===== src/include/dz_rx_consts.svh =====
// Sizing constants for the DZ receive path: line count, silo geometry and host credits
// Included by every file that needs one of these sizes
`ifndef DZ_RX_CONSTS_SVH
`define DZ_RX_CONSTS_SVH

// Number of serial lines scanned
`define DZ_NUM_LINES 8

// Character width on every line
`define DZ_CHAR_W 8

// Silo entries
// Full is flagged one entry short of this
`define DZ_SILO_DEPTH 64

// Interrupt level with silo alarm enabled
`define DZ_ALARM_LEVEL 16

// Output credits granted by the host at reset
`define DZ_HOST_CREDITS 4

`endif


===== src/design/dz_line_pkg.sv =====
// Line-side types: line number, received character and the silo entry layout
// Imported by the scanner, the silo and anything that looks at silo entries
`include "dz_rx_consts.svh"

package dz_line_pkg;

   // Bits needed to name a line
   localparam int LINE_W = $clog2(`DZ_NUM_LINES);

   // Line number
   typedef logic [LINE_W-1:0] line_num_t;

   // One received character
   typedef logic [`DZ_CHAR_W-1:0] rx_char_t;

   // Silo entry
   // Line number on top, character below (11 bits for 8 lines)
   typedef struct packed
   {
      line_num_t line;
      rx_char_t  data;
   } silo_entry_t;

endpackage


===== src/design/dz_silo.sv =====
// Receive silo: 64-entry dual-port FIFO with depth count, full, empty and alarm flags
// Written by the scanner, read by the host port; flush empties it in one cycle
`timescale 1ns/100ps
`include "dz_rx_consts.svh"

module dz_silo
   import dz_line_pkg::*;
(
   input  logic        clk,
   input  logic        rst,
   input  logic        flush,
   input  logic        wr,
   input  silo_entry_t din,
   input  logic        rd,
   output silo_entry_t dout,
   output logic        full,
   output logic        alarm,
   output logic        empty
);

   // Pointer and depth width
   localparam int PTR_W = $clog2(`DZ_SILO_DEPTH);

   logic [PTR_W-1:0] wr_ptr;
   logic [PTR_W-1:0] rd_ptr;
   logic [PTR_W-1:0] depth;

   // Qualified requests
   // Writes into a full silo and reads from an empty one are ignored
   logic wr_ok;
   logic rd_ok;

   assign wr_ok = wr & ~full;
   assign rd_ok = rd & ~empty;

   ////////////////////////////////////////////////////////////
   // Pointers
   ////////////////////////////////////////////////////////////

   // Flush beats any write or read in the same cycle
   always_ff @(posedge clk or posedge rst)
   begin
      if (rst)
      begin
         wr_ptr <= '0;
         rd_ptr <= '0;
      end
      else if (flush)
      begin
         wr_ptr <= '0;
         rd_ptr <= '0;
      end
      else
      begin
         if (wr_ok)
            wr_ptr <= wr_ptr + 1'b1;
         if (rd_ok)
            rd_ptr <= rd_ptr + 1'b1;
      end
   end

   ////////////////////////////////////////////////////////////
   // Depth
   ////////////////////////////////////////////////////////////

   // Read and write together leave it alone
   always_ff @(posedge clk or posedge rst)
   begin
      if (rst)
         depth <= '0;
      else if (flush)
         depth <= '0;
      else if (rd_ok && !wr_ok)
         depth <= depth - 1'b1;
      else if (wr_ok && !rd_ok)
         depth <= depth + 1'b1;
   end

   ////////////////////////////////////////////////////////////
   // Dual-port array
   ////////////////////////////////////////////////////////////

   silo_entry_t mem [`DZ_SILO_DEPTH];

   // Read register follows the head every cycle
   // New head is visible one cycle after the pointer moves
   always_ff @(posedge clk)
   begin
      if (wr_ok)
         mem[wr_ptr] <= din;
      dout <= mem[rd_ptr];
   end

   // Flags
   assign empty = (depth == '0);
   assign full  = (depth == PTR_W'(`DZ_SILO_DEPTH - 1));
   assign alarm = (depth > PTR_W'(`DZ_ALARM_LEVEL));

endmodule


===== config.mk =====
export PLATFORM = sky130hd
export DESIGN_NAME = dz_silo
export DESIGN_NICKNAME = d
export VERILOG_FILES = /design/src/design/dz_line_pkg.sv /design/src/design/dz_silo.sv
export VERILOG_INCLUDE_DIRS = /design/src /design/src/include
export SDC_FILE = /design/constraint.sdc
export NUM_CORES = 1
export LEC_CHECK = 0
export ABC_CLOCK_PERIOD_IN_PS = 2850
export BUFFER_PORTS_ARGS = -buffer_cell sky130_fd_sc_hd__buf_2
export CAP_MARGIN = 20
export CORE_MARGIN = 2
export CORE_UTILIZATION = 55
export DETAILED_ROUTE_END_ITERATION = 6
export PLACE_DENSITY_LB_ADDON = 0.25
export SYNTH_ARGS = -nofsm -noshare
export SYNTH_HDL_FRONTEND = slang
export SYNTH_SLANG_ARGS = --single-unit

===== constraint.sdc =====
create_clock -name clk -period 2.85 [get_ports clk]
set_input_delay 0.57 -clock clk [delete_from_list [all_inputs] [get_ports clk]]
set_output_delay 0.57 -clock clk [all_outputs]
set_load 0.02 [all_outputs]

**Word-level counts from Yosys, hierarchy flattened**

Memory sizes are Yosys's and may differ from the RTL's. A register that Yosys moved wholly into a read port is not among the register bits.
Index checks and enable logic that the tools add are counted.

- Flip-flop bits (word level): 18
- RAM bits: 704
- Bits of input ports: 16
- Output and inout port bits: 14
- Word-level logic and storage cells: 31
- Memories: 1

- $add $sub $neg: 4
- Magnitude comparators: 1
- Equality and inequality tests: 1
- Muxes and demuxes: 9
- Bitwise operators: 4
- Reduce and logical (&&, ||, !) cells: 8

Memory list:

| name | words | width | read ports | clocked after memory_dff | write ports | line | text |
|---|---|---|---|---|---|---|---|
| mem | 64 | 11 | 1 | 1 | 1 | dz_silo.sv:83 | `` silo_entry_t mem [`DZ_SILO_DEPTH]; `` |

Operator list:

| operator | count |
|---|---|
| $mux W6 | 7 |
| $add A6 B1 Y6 const B | 3 |
| $eq A6 B6 Y1 const B | 1 |
| $gt A6 B5 Y1 const B | 1 |
| $logic_not A6 Y1 | 1 |
| $sub A6 B1 Y6 const B | 1 |
| $reduce_bool A2 Y1 | 2 |
| $reduce_bool A3 Y1 | 1 |
| $and A1 B1 Y1 | 2 |
| $logic_and A1 B1 Y1 | 2 |
| $logic_not A1 Y1 | 2 |
| $mux W1 | 2 |
| $not A1 Y1 | 2 |

**Longest topological paths before layout**

- Word-level depth: 8
- Gate-level depth with buffers: 11
- Depth with buffers taken out: 10

**Worst setup path after synthesis**

OpenSTA, ideal clock, no wires.

- Kind: flip-flop to flip-flop
- Start: register depth[1]
- End: register depth[5]
- Library setup time: 0.132 ns
- Arrival time: 2.596 ns
- Required time: 2.718 ns
- Slack: 0.123 ns
- Cell stages (with the launch flop): 11
- Buffers on the path: 0
- Clock period less this slack: 2.727 ns
- Cells stage by stage: dfrtp_1 > or4_4 > o31a_4 > and2_4 > ha_1 > a21o_2 > a21oi_1 > o21ai_0 > mux2i_1 > xor2_1 > nor2_1

- Word-level cells in the longest chain between the ends: 7
- Elaborated cells between the ends (all ways): 16
- Classes of those cells: add/sub (2); eq/ne (1); mux (3); bitwise (4); reduce/logical (6)

Ends and longest elaborated chain:

| what | line | text |
|---|---|---|
| start: declaration | dz_silo.sv:26 | `logic [PTR_W-1:0] depth;` |
| start signal: assignment | dz_silo.sv:74 | `depth <= depth - 1'b1;` |
| start signal: assignment | dz_silo.sv:76 | `depth <= depth + 1'b1;` |
| parallel branches: the longest is 7 deep, another holds $add A6 B1 Y6 | - |  |

Several ways; the timed one is not identified. The select of a mux whose other input is x is not followed.
A chain may end at the register's enable or synchronous reset.

**Worst setup path in the final report**

Same ends and word-level chain as after synthesis.

==> impl_metrics.csv <==
group,metric,value,unit
status,outcome,"finished, final reports clean",
final_layout,drive_above_1_share,25.8,%
synth,avgSynthCellArea,19.8,sq um
routing,finalWirelength,64500,um
routing,ant_nets,0,
synth,synth.top_cell.area_share,74.2,%
final_layout,final_net_count,1633,
timing,worst_slew_pin_slew,0.952,ns
timing,timing.hold.ws,0.107,ns
floorplanning,start_util,55.5,%
synth,synth_area,0.0285,sq mm
routing,num_vias,14500,
floorplanning,die_w,232,um
worst_setup_path,cp_slowest_stage_delay,0.56,ns
timing,finalHoldViolations,0,
power_and_ir_drop,p_clk_share,35.4,%
power_and_ir_drop,swShare,25.0,%
timing,clock_skew,0.0193,ns
timing,finalSetupViolCount,0,
floorplanning,die_h,232,um
synth,yosys_register_bits,733,
routing,drc,0,
worst_setup_path,rrSetupSlack,0.10,ns
synth,yosysMostFrequentCell,"edfxtp_1",
power_and_ir_drop,ir_drop,0.512,mV
synth,synth_common_cells,"edfxtp_1, mux4_2, mux2i_1",
clock_tree,clock_tree.buffer_depth,3,
global_route,antenna_found_initial,0,
power_and_ir_drop,seq_power_share,46.8,%
synth,synth_ff_type,"edfxtp_1",
placed_design,routabilityCongestion,0.854,
worst_setup_path,crit_path_top_delay_cell,"or4_4",
clock_tree,cts_sinks,733,
floorplanning,core,0.0513,sq mm
floorplanning,pin_count,30,
timing,rsz0062_at_grt,"no",
worst_setup_path,crit_path_max_fanout,7,
synth,synth_edf_count,704,
worst_setup_path,r2r_cells,10,
power_and_ir_drop,power_density,790,mW/mm^2
power_and_ir_drop,power.total,25900,uW
worst_setup_path,reg2reg_to,"depth[5]$_DFFE_PP0P_",
final_layout,area_growth,15.0,%
clock_tree,post_cts_buffers,0,
global_route,grt_max_degree,65,
worst_setup_path,cp.arrival,3.20,ns
routing,drtIter0Drc,1744,
clock_tree,clock-root-buffer,"clkbuf_16",
worst_setup_path,worstSetupEndpointType,"register",
timing,max_freq,0.364,GHz
clock_tree,insertion_delay,0.61,ns
synth,seq_area_frac_synth,76.6,%
clock_tree,cts.clk_slew.worst_paths,0.06,ns
placed_design,portBuffers,29,
floorplanning,die_area,0.0536,sq mm
power_and_ir_drop,p_comb_share,17.8,%
synth,synth_area_leaders,"edfxtp_1, mux4_2, mux2i_1",
worst_setup_path,cp_data_required_time,3.31,ns
timing,fin_tns_setup,0,ns
synth,yosysUniqueCellTypes,45,
global_route,first_global_vias,14600,
global_route,grt_pass1_wl,96400,um
worst_setup_path,worstSetupPathType,"register to register",
synth,syn_nets,1464,
timing,period_needed,2.75,ns
synth,synth_top_cell_by_area,"edfxtp_1",
job,maxCapViolCount,0,
synth,synth_async_sr_flop_share,2.46,%
timing,maxSlewHeadroom,36.4,%
routing,wl_per_cell,27.5,um
clock_tree,cts_tree,"done",
worst_setup_path,worstPathCellList,"or4_4 -> o31a_4 -> and2_4 -> ha_1 -> a21o_2 -> a21oi_2 -> o21ai_0 -> mux2i_1 -> xor2_1 -> nor2_1",
placed_design,post-dp-hpwl,40700,um
global_route,grt_overflow,0,
power_and_ir_drop,p_int,19400,uW
power_and_ir_drop,power_leakage,0.0104,uW
worst_setup_path,timing.rr.start,"depth[1]$_DFFE_PP0P_",
floorplanning,rows,83,
min_path,hp-class,"input port to asynchronous set/reset pin",
timing,final.period_utilization,96.3,%
power_and_ir_drop,switching_power,6460,uW
worst_setup_path,critical_path_buf_inv_count,0,
clock_tree,h-tree-depth,3,
synth,yosysWarnings,0,
routing,firstDrtPassIters,5,
final_layout,insertedDiodeCount,0,
global_route,track_usage,24.9,%
worst_setup_path,critPathLaunchType,"register",
clock_tree,cts_made_buffers,72,
routing,via_per_inst,6.16,
worst_setup_path,crit_family,"compound AO/OA/AOI/OAI gates",
timing,finalMaxSlewViolations,0,
synth,synthCells,1441,
power by group through the flow:
| stage | clock [uW] | combinational, uW | sequential (uW) |
|---|---|---|---|
| after floorplan | 0 | 2900 | 12300 |
| after global placement | 0 | 4570 | 12300 |
| after detailed placement | 0 | 4640 | 12300 |
| after CTS | 9300 | 4650 | 12100 |
| after global routing | 9720 | 4890 | 12100 |
| final | 9150 | 4610 | 12100 |
layout make-up:
cell class                      count  area, sq um
Clock inverter                     38          335
Clock buffer                       91         1950
Inverter                            5         18.8
Multi-Input combinational cell    622         6300
Sequential cell                   733        21800
Tap cell                          680          851
Timing Repair Buffer              176         1470
Fill cell                        3427        18600
per-layer routing:
metal | global-route usage, % | vias up | wire length, um
met3 | 3.57 | 99 | 4370
li1 | - | 6209 | -
met2 | 40.4 | 567 | 32100
met1 | 35.9 | 7581 | 26500
met5 | 0 | - | 0
met4 | 7.21 | 0 | 1500
cells in the final DEF, fill, tap and decap left out, drive strengths merged, types with 5 or more instances in the layout:
master and n:
a21boi 10, a21oi 26, a22oi 64, a311oi 9
buf 176, bufinv 5, clkbuf 91, clkinv 26
clkinvlp 5, dfrtp 18, dfxtp 11, edfxtp 704
ha 6, inv 7, mux2i 112, mux4 134
nand2 63, nand3 26, nand3b 6, nor2 93
nor2b 7, o211ai 11, o21ai 7, o22ai 11
xnor2 8, xor2 5
how the worst max path moves through the flow:
stage,startpoint,end,slack (ns),depth (start not counted)
after floorplan,depth[1]$_DFFE_PP0P_,depth[5]$_DFFE_PP0P_,0.12,10
after global placement,depth[1]$_DFFE_PP0P_,depth[5]$_DFFE_PP0P_,0.03,10
after detailed placement,depth[1]$_DFFE_PP0P_,depth[5]$_DFFE_PP0P_,0.06,10
after CTS,depth[1]$_DFFE_PP0P_,depth[5]$_DFFE_PP0P_,0.05,10
after global routing,depth[1]$_DFFE_PP0P_,depth[5]$_DFFE_PP0P_,0.02,10
final,depth[1]$_DFFE_PP0P_,depth[5]$_DFFE_PP0P_,0.10,10
timing repair:
| action | 4_1_cts | 5_1_grt |
|---|---|---|
| gates resized for setup | 0 | 1 |
| hold buffers | 0 | 0 |
| endpoints found under the setup margin | 0 | 1 |
cell families (layout without fill, tap and decap cells):
logic type,count (synthesis),in the layout,synth area share [%]
muxes,248,248,14.6
xor gates and xnor gates,13,13,0.400
buffers and inverters,86,310,1.33
AOI/OAI and AO/OA,143,143,3.53
DFF,733,733,76.6
and+or+nand+nor,211,211,3.22
adders and majority gates,7,7,0.334
through the flow:
step / cell area [sq um] / cells / utilization [%] / worst slack [ns]
after CTS: 32700 / 2345 / 63.8 / 0.0538
after floorplan: 28500 / 1441 / - / 0.123
after global routing: 32700 / 2345 / 63.8 / 0.0193
final: 32700 / 2345 / 63.8 / 0.105
after detailed placement: 30500 / 2216 / 59.4 / 0.0591
after global placement: 30500 / 2216 / 59.4 / 0.0259
registers in the layout (all words and copies together), names as in the netlist:
signal and flops:
rd_ptr 6, wr_ptr 6, dout 11, mem 704, depth 6
Power figures use the tool's default switching activity.
