<file path="src/include/dz_rx_consts.svh">
// Sizing constants for the DZ receive path: line count, silo geometry and host credits
// Included by every file that needs one of these sizes
`ifndef DZ_RX_CONSTS_SVH
`define DZ_RX_CONSTS_SVH

// Number of serial lines scanned
`define DZ_NUM_LINES 8

// Character width on every line
`define DZ_CHAR_W 8

// Silo entries
// Full is flagged one entry short of this
`define DZ_SILO_DEPTH 64

// Interrupt level with silo alarm enabled
`define DZ_ALARM_LEVEL 16

// Output credits granted by the host at reset
`define DZ_HOST_CREDITS 4

`endif

</file>
<file path="src/design/dz_line_pkg.sv">
// Line-side types: line number, received character and the silo entry layout
// Imported by the scanner, the silo and anything that looks at silo entries
`include "dz_rx_consts.svh"

package dz_line_pkg;

   // Bits needed to name a line
   localparam int LINE_W = $clog2(`DZ_NUM_LINES);

   // Line number
   typedef logic [LINE_W-1:0] line_num_t;

   // One received character
   typedef logic [`DZ_CHAR_W-1:0] rx_char_t;

   // Silo entry
   // Line number on top, character below (11 bits for 8 lines)
   typedef struct packed
   {
      line_num_t line;
      rx_char_t  data;
   } silo_entry_t;

endpackage

</file>
<file path="src/design/dz_host_pkg.sv">
// Host-side types: command opcodes and the output state machine encoding
// Imported by the host port and the top level
package dz_host_pkg;

   // Host command opcodes
   typedef enum logic [1:0]
   {
      CMD_ALARM_ON  = 2'd0,
      CMD_ALARM_OFF = 2'd1,
      CMD_FLUSH     = 2'd2
   } host_cmd_e;

   // Output side states
   // SETTLE gives the silo read register one cycle to catch up
   typedef enum logic [1:0]
   {
      HP_IDLE   = 2'd0,
      HP_SETTLE = 2'd1,
      HP_SEND   = 2'd2
   } host_state_e;

endpackage

</file>
<file path="src/design/dz_host_port.sv">
// Output side: decodes host commands, counts host credits and pops silo entries to the host
// Also produces the registered receive interrupt from the silo flags
`timescale 1ns/100ps
`include "dz_rx_consts.svh"

module dz_host_port
   import dz_line_pkg::*;
   import dz_host_pkg::*;
(
   input  logic        clk,
   input  logic        rst,
   input  logic        host_cmd_valid,
   input  host_cmd_e   host_cmd,
   input  logic        host_credit,
   output logic        out_valid,
   output silo_entry_t out_entry,
   output logic        irq,
   input  silo_entry_t silo_dout,
   input  logic        silo_empty,
   input  logic        silo_alarm,
   output logic        silo_rd,
   output logic        silo_flush
);

   // Credit counter range 0 .. DZ_HOST_CREDITS
   localparam int CRED_W = $clog2(`DZ_HOST_CREDITS + 1);
   localparam logic [CRED_W-1:0] CRED_MAX = CRED_W'(`DZ_HOST_CREDITS);

   host_state_e      state;
   host_state_e      state_nxt;
   logic [CRED_W-1:0] credits;
   logic             alarm_en;
   logic             cmd_flush;
   logic             send;

   ////////////////////////////////////////////////////////////
   // Command decode
   ////////////////////////////////////////////////////////////

   assign cmd_flush = host_cmd_valid && (host_cmd == CMD_FLUSH);

   // Alarm enable
   always_ff @(posedge clk or posedge rst)
   begin
      if (rst)
         alarm_en <= 1'b0;
      else if (host_cmd_valid && host_cmd == CMD_ALARM_ON)
         alarm_en <= 1'b1;
      else if (host_cmd_valid && host_cmd == CMD_ALARM_OFF)
         alarm_en <= 1'b0;
   end

   // Flush pulse
   // Silo clears on the edge after the command
   always_ff @(posedge clk or posedge rst)
   begin
      if (rst)
         silo_flush <= 1'b0;
      else
         silo_flush <= cmd_flush;
   end

   ////////////////////////////////////////////////////////////
   // Host credits
   ////////////////////////////////////////////////////////////

   // Return and spend in one cycle cancel out
   always_ff @(posedge clk or posedge rst)
   begin
      if (rst)
         credits <= CRED_MAX;
      else if (host_credit && !send && credits != CRED_MAX)
         credits <= credits + 1'b1;
      else if (send && !host_credit)
         credits <= credits - 1'b1;
   end

   ////////////////////////////////////////////////////////////
   // Output FSM
   ////////////////////////////////////////////////////////////

   always_comb
   begin
      state_nxt = state;
      case (state)
         // Wait for data and a credit, and stay put while a flush is landing
         HP_IDLE:
            if (!silo_empty && credits != '0 && !silo_flush)
               state_nxt = HP_SETTLE;
         // Read register now holds the head entry
         HP_SETTLE:
            state_nxt = HP_SEND;
         // One entry out, back to idle
         HP_SEND:
            state_nxt = HP_IDLE;
         default:
            state_nxt = HP_IDLE;
      endcase
   end

   // Flush command drops any pop in progress
   always_ff @(posedge clk or posedge rst)
   begin
      if (rst)
         state <= HP_IDLE;
      else if (cmd_flush)
         state <= HP_IDLE;
      else
         state <= state_nxt;
   end

   // Present and pop in the same cycle
   assign send      = (state == HP_SEND);
   assign out_valid = send;
   assign out_entry = silo_dout;
   assign silo_rd   = send;

   ////////////////////////////////////////////////////////////
   // Interrupt
   ////////////////////////////////////////////////////////////

   // Previous-cycle flags
   // Alarm mode waits for the alarm level, otherwise any entry will do
   always_ff @(posedge clk or posedge rst)
   begin
      if (rst)
         irq <= 1'b0;
      else if (alarm_en)
         irq <= silo_alarm;
      else
         irq <= ~silo_empty;
   end

endmodule

</file>
<file path="config.mk">
export PLATFORM = sky130hd
export DESIGN_NAME = dz_host_port
export DESIGN_NICKNAME = d
export VERILOG_FILES = /design/src/design/dz_line_pkg.sv /design/src/design/dz_host_pkg.sv /design/src/design/dz_host_port.sv
export VERILOG_INCLUDE_DIRS = /design/src /design/src/include
export SDC_FILE = /design/constraint.sdc
export NUM_CORES = 1
export LEC_CHECK = 0
export ABC_AREA = 1
export BUFFER_PORTS_ARGS = -buffer_cell sky130_fd_sc_hd__buf_2
export CORE_ASPECT_RATIO = 1.1
export CORE_MARGIN = 1
export CORE_UTILIZATION = 30
export CTS_BUF_LIST = sky130_fd_sc_hd__clkbuf_2
export DETAILED_ROUTE_END_ITERATION = 8
export PLACE_DENSITY = 0.71
export SLEW_MARGIN = 20
export SYNTH_ARGS = -nofsm -noshare
export SYNTH_HDL_FRONTEND = slang
export SYNTH_SLANG_ARGS = --single-unit
</file>
<file path="constraint.sdc">
create_clock -name clk -period 2.9 [get_ports clk]
set_input_delay 0.58 -clock clk [delete_from_list [all_inputs] [get_ports clk]]
set_output_delay 0.58 -clock clk [all_outputs]
set_load 0.02 [all_outputs]
</file>
## Word-level counts from Yosys, hierarchy flattened

Cells that the tools add are included.

| word-level totals | value |
|---|---|
| word-level logic and storage cells | 39 |
| register bits | 8 |

| operators by class | value |
|---|---|
| add/sub/neg operators | 2 |
| bitwise gates (word level) | 1 |
| muxes and demuxes | 8 |
| equality and inequality tests | 6 |
| reduce and logical (&&, ||, !) cells | 17 |

Operators with widths:

| kind | count |
|---|---|
| $logic_and A1 B1 Y1 | 8 |
| $mux W3 | 2 |
| $ne A3 B3 Y1 const B | 2 |
| $eq A2 B1 Y1 const B | 2 |
| $eq A2 B2 Y1 const B | 2 |
| $logic_not A1 Y1 | 4 |
| $logic_not A2 Y1 | 2 |
| $mux W2 | 2 |
| $pmux W2 S2 | 1 |
| $reduce_bool A2 Y1 | 2 |
| $add A3 B1 Y3 const B | 1 |
| $mux W1 | 3 |
| $reduce_bool A3 Y1 | 1 |
| $sub A3 B1 Y3 const B | 1 |
| $not A1 Y1 | 1 |

## Logic depth before layout (Yosys ltp)

| logic depth | value |
|---|---|
| depth after elaboration | 6 |
| gate-level depth with buffers | 8 |

## Worst setup path before layout

OpenSTA, ideal clock, no wires.

| timing | value |
|---|---|
| path kind | input-to-reg |
| start point | in host_credit |
| end point | reg credits[2] |
| path slack | 1.249 ns |
| cell stages on the path | 8 |
| buffers on the path | 0 |
| arrival time | 1.591 ns |
| data required time | 2.840 ns |
| path through | inv_1 a21oi_2 nand2_2 fa_1 nand3b_2 nand2_1 nand2_1 nand2_1 |

| on the way | value |
|---|---|
| cells in the longest elaborated chain, start to end | 3 |

Ends and longest elaborated chain:

| what | line | text |
|---|---|---|
| start, declared | dz_host_port.sv:14 | `input logic host_credit,` |
| $logic_and A1 B1 Y1 / $logic_not A1 Y1 (equally long branches) | dz_host_port.sv:72, dz_host_port.sv:74 |  |
| $logic_and A1 B1 Y1, on equally long branches | dz_host_port.sv:72, dz_host_port.sv:74 |  |
| $mux W3 / $reduce_bool A2 Y1 (equally long branches) | n/a |  |
| end signal, assigned | dz_host_port.sv:73 | `credits <= credits + 1'b1;` |
| end signal, assigned | dz_host_port.sv:75 | `credits <= credits - 1'b1;` |
| end, declared | dz_host_port.sv:31 | `logic [CRED_W-1:0] credits;` |

Parallel ways exist; a longest one is shown, timed or not.
A chain may end at the register's enable or synchronous reset.

## Worst setup path in the final report

| timing | value |
|---|---|
| start point | reg state[1] |
| end point | out out_valid |

| on the way | value |
|---|---|
| cells in the longest elaborated chain, start to end | 1 |

Ends and longest elaborated chain:

| what | line | text |
|---|---|---|
| start, declared | dz_host_port.sv:29 | `host_state_e state;` |
| start signal, assigned | dz_host_port.sv:109 | `state <= state_nxt;` |
| $eq A2 B2 Y1 | dz_host_port.sv:113 | `assign send = (state == HP_SEND);` |
| end, declared | dz_host_port.sv:15 | `output logic out_valid,` |

No other way between the ends.

==> reports/summary.txt <==
status: completed
Syn-to-layout area delta: 1.02%
Mapped Cells: 59
CTS Buf Count: 3
Core Footprint: 1440 um2
routed via count: 348
synthesized area: 490 um2
CTS HTree Levels: 1
Chip Height: 44.4 um
post-synth top area share: 35.7%
post-synthesis adder-cell area fraction: 4.08%
cts repair resizes: 0
Final Non-Filler Cells: 78
Final Cycle Share: 55.9%
delay-heaviest family, CP: flip-flops
final hold vios: 0
Post-Synth XOR/XNOR Area: 0%
gr usage total: 11.0%
CTS tree: yes
DR iter-0 viols: 6
clock latency at the later pin of the worst-skew pair: 240 ps
leak pwr: 0.000280 uW
Worst-Margin Slew: 299 ps
Synth Area in Simple Gates: 25.5%
crit path cell chain: nand2_1, clkinv_2, buf_2
I/O pin cnt: 34
hold slack final: 263 ps
Setup Buffers After CTS: 0
Rows: 14
gr ovfl total: 0
EDFF count, synth: 0
Final TNS setup: 0 ps
max-cap violations: 0
crit-path max FO: 4
Die X: 40.6 um
CTS max path bufs: 2
Final Max Slew Viols: 0
IO buf count: 11
Post-synth top cells: 12 x buf_4, 12 x nand2_1, 7 x dfrtp_1
flops & latches, synth: 8
gpl congestion: 0.713
initial antenna violation count: 0
top post-synthesis cells by area: dfrtp_1 36%, buf_4 18%, nand2_1 9.2%
Initial Utilization: 34.1%
CTS Sinks: 8
Critical Path Sink Type: primary output
register area: 201 um2
fraction of registers with async set/reset: 100%
skew final: 0.325 ps
Hold Path Class: in2async
Setup crit start kind: flip-flop
syn avg cell area: 8.31 um2
residual DRC count: 0
global-route wire length before repair: 1270 um
post-synth cell types: 18
RSZ-0062 raised after global routing: false
vias in the first global route: 336
# fillers: 163
CP required: 2320 ps
leading area contributor after synthesis: dfrtp_1
Seq/Total Area, Yosys: 41.1%
post-route minimum period: 1620 ps
WP buf/inv: 2
main combinational cell family by area after synthesis: simple AND/OR/NAND/NOR gates
yosys warns: 0
largest net degree at the start of global routing: 9
Via density: 4.46
Worst slew margin: 80.1%
Fmax: 617 MHz
syn nets: 79
Max VDD drop: 0.254 mV
crit-path max cell delay: 430 ps
WP data arrival: 1040 ps
Die Area: 1800 um2
Pwr Density: 871 nW/um2
Slowest-stage cell, CP: dfrtp_1
Post-DP HPWL: 600 um
Total Wirelength: 757 um
antenna diode count: 0
antenna viol nets, final: 0
critical path class: reg2out
Hold-fix buffers, CTS: 0
# nets final: 83
layout cell share with drive strength beyond 1: 38.7%
post-synthesis mux area share: 0%
multi-input logic area: 171 um2
drt wl/cell: 9.71 um
Clock transition at path regs: 80 ps
dominant synthesized flop cell: dfrtp_1
post-synthesis compound-gate area fraction: 5.36%
Inst Count DP: 74
# setup viols final: 0
clock root cell: clkbuf_2
Pre-Repair DR Iteration Count: 5
[cells in the final DEF (no fill, tap or decap), types with 3 or more instances in the layout]
cell | Yosys | routed
inv_1 | 5 | 5
buf_2 | 0 | 11
nand3_1 | 4 | 4
dfrtp_1 | 7 | 7
nand2_2 | 3 | 3
clkbuf_2 | 0 | 4
nor2_1 | 5 | 5
nand2_1 | 12 | 12
[logic make-up after synthesis]
group,Yosys count
AOI/OAI and AO/OA,4
adders and majority gates,1
buffers and inverters,19
DFF,8
and+or+nand+nor,27
[metrics by stage]
step           power, uW  worst slack (ps)  cell area [um2]  utilization (%)
2_1_floorplan        343              1250              490                -
3_3_place_gp         351              1110              475             33.1
3_5_place_dp         359              1070              475             33.1
4_1_cts              440              1270              495             34.5
5_1_grt              475              1220              495             34.5
6_report             432              1280              495             34.5
[cell type report]
class                      count  share of cell area, %
clock buffer                   4                   4.04
inverter                       7                   5.56
multi-input combinational     32                   34.6
sequential                     8                   40.7
tap                           16                   4.04
timing repair buffer          11                   11.1
[flip-flops by register name (all words and copies together) (netlist names)]
register    flops
state           2
irq             1
alarm_en        1
credits         3
silo_flush      1
[metal layers]
metal / track usage, % / part of all wire [%] / vias to the layer above
li1: - / - / 175
met1: 11.8 / 41 / 161
met2: 15.6 / 50 / 12
met3: 6.53 / 8.7 / 0
met4: 8.00 / 0 / 0
met5: 0 / 0 / -
[worst register-to-register path, cell delays in order (launching register included)]
cell and delay [ps]:
dfrtp_1 430, a21oi_2 180, nand2_2 100, fa_1 390
nand3b_2 220, nand2_1 80, nand2_1 50, nand2_1 60
[power breakdown]
part | leakage (uW) | switching (uW) | total, uW | internal (uW)
clock network | 0.0000166 | 41.1 | 77.8 | 36.7
logic | 0.000166 | 98.2 | 166 | 68.3
registers | 0.0000976 | 35.9 | 188 | 152
total | 0.000280 | 175 | 432 | 257
[path summary, 6_finish.rpt]
check	startpoint	endpoint	slack (ps)	cells after the start
setup / recovery	state[1]$_DFFE_PP0P_	out_valid	1280	3
hold / removal	rst	credits[1]$_DFFE_PP0P_	260	2
setup reg to reg	state[1]$_DFFE_PP0P_	credits[2]$_DFFE_PP1P_	1340	7
hold reg to reg	alarm_en$_DFFE_PP0P_	irq$_DFF_PP0_	480	1
max in group asynchronous	rst	credits[2]$_DFFE_PP1P_	2360	2
min in group clk	alarm_en$_DFFE_PP0P_	irq$_DFF_PP0_	480	1
No activity file was read; power rests on OpenSTA's default activity.
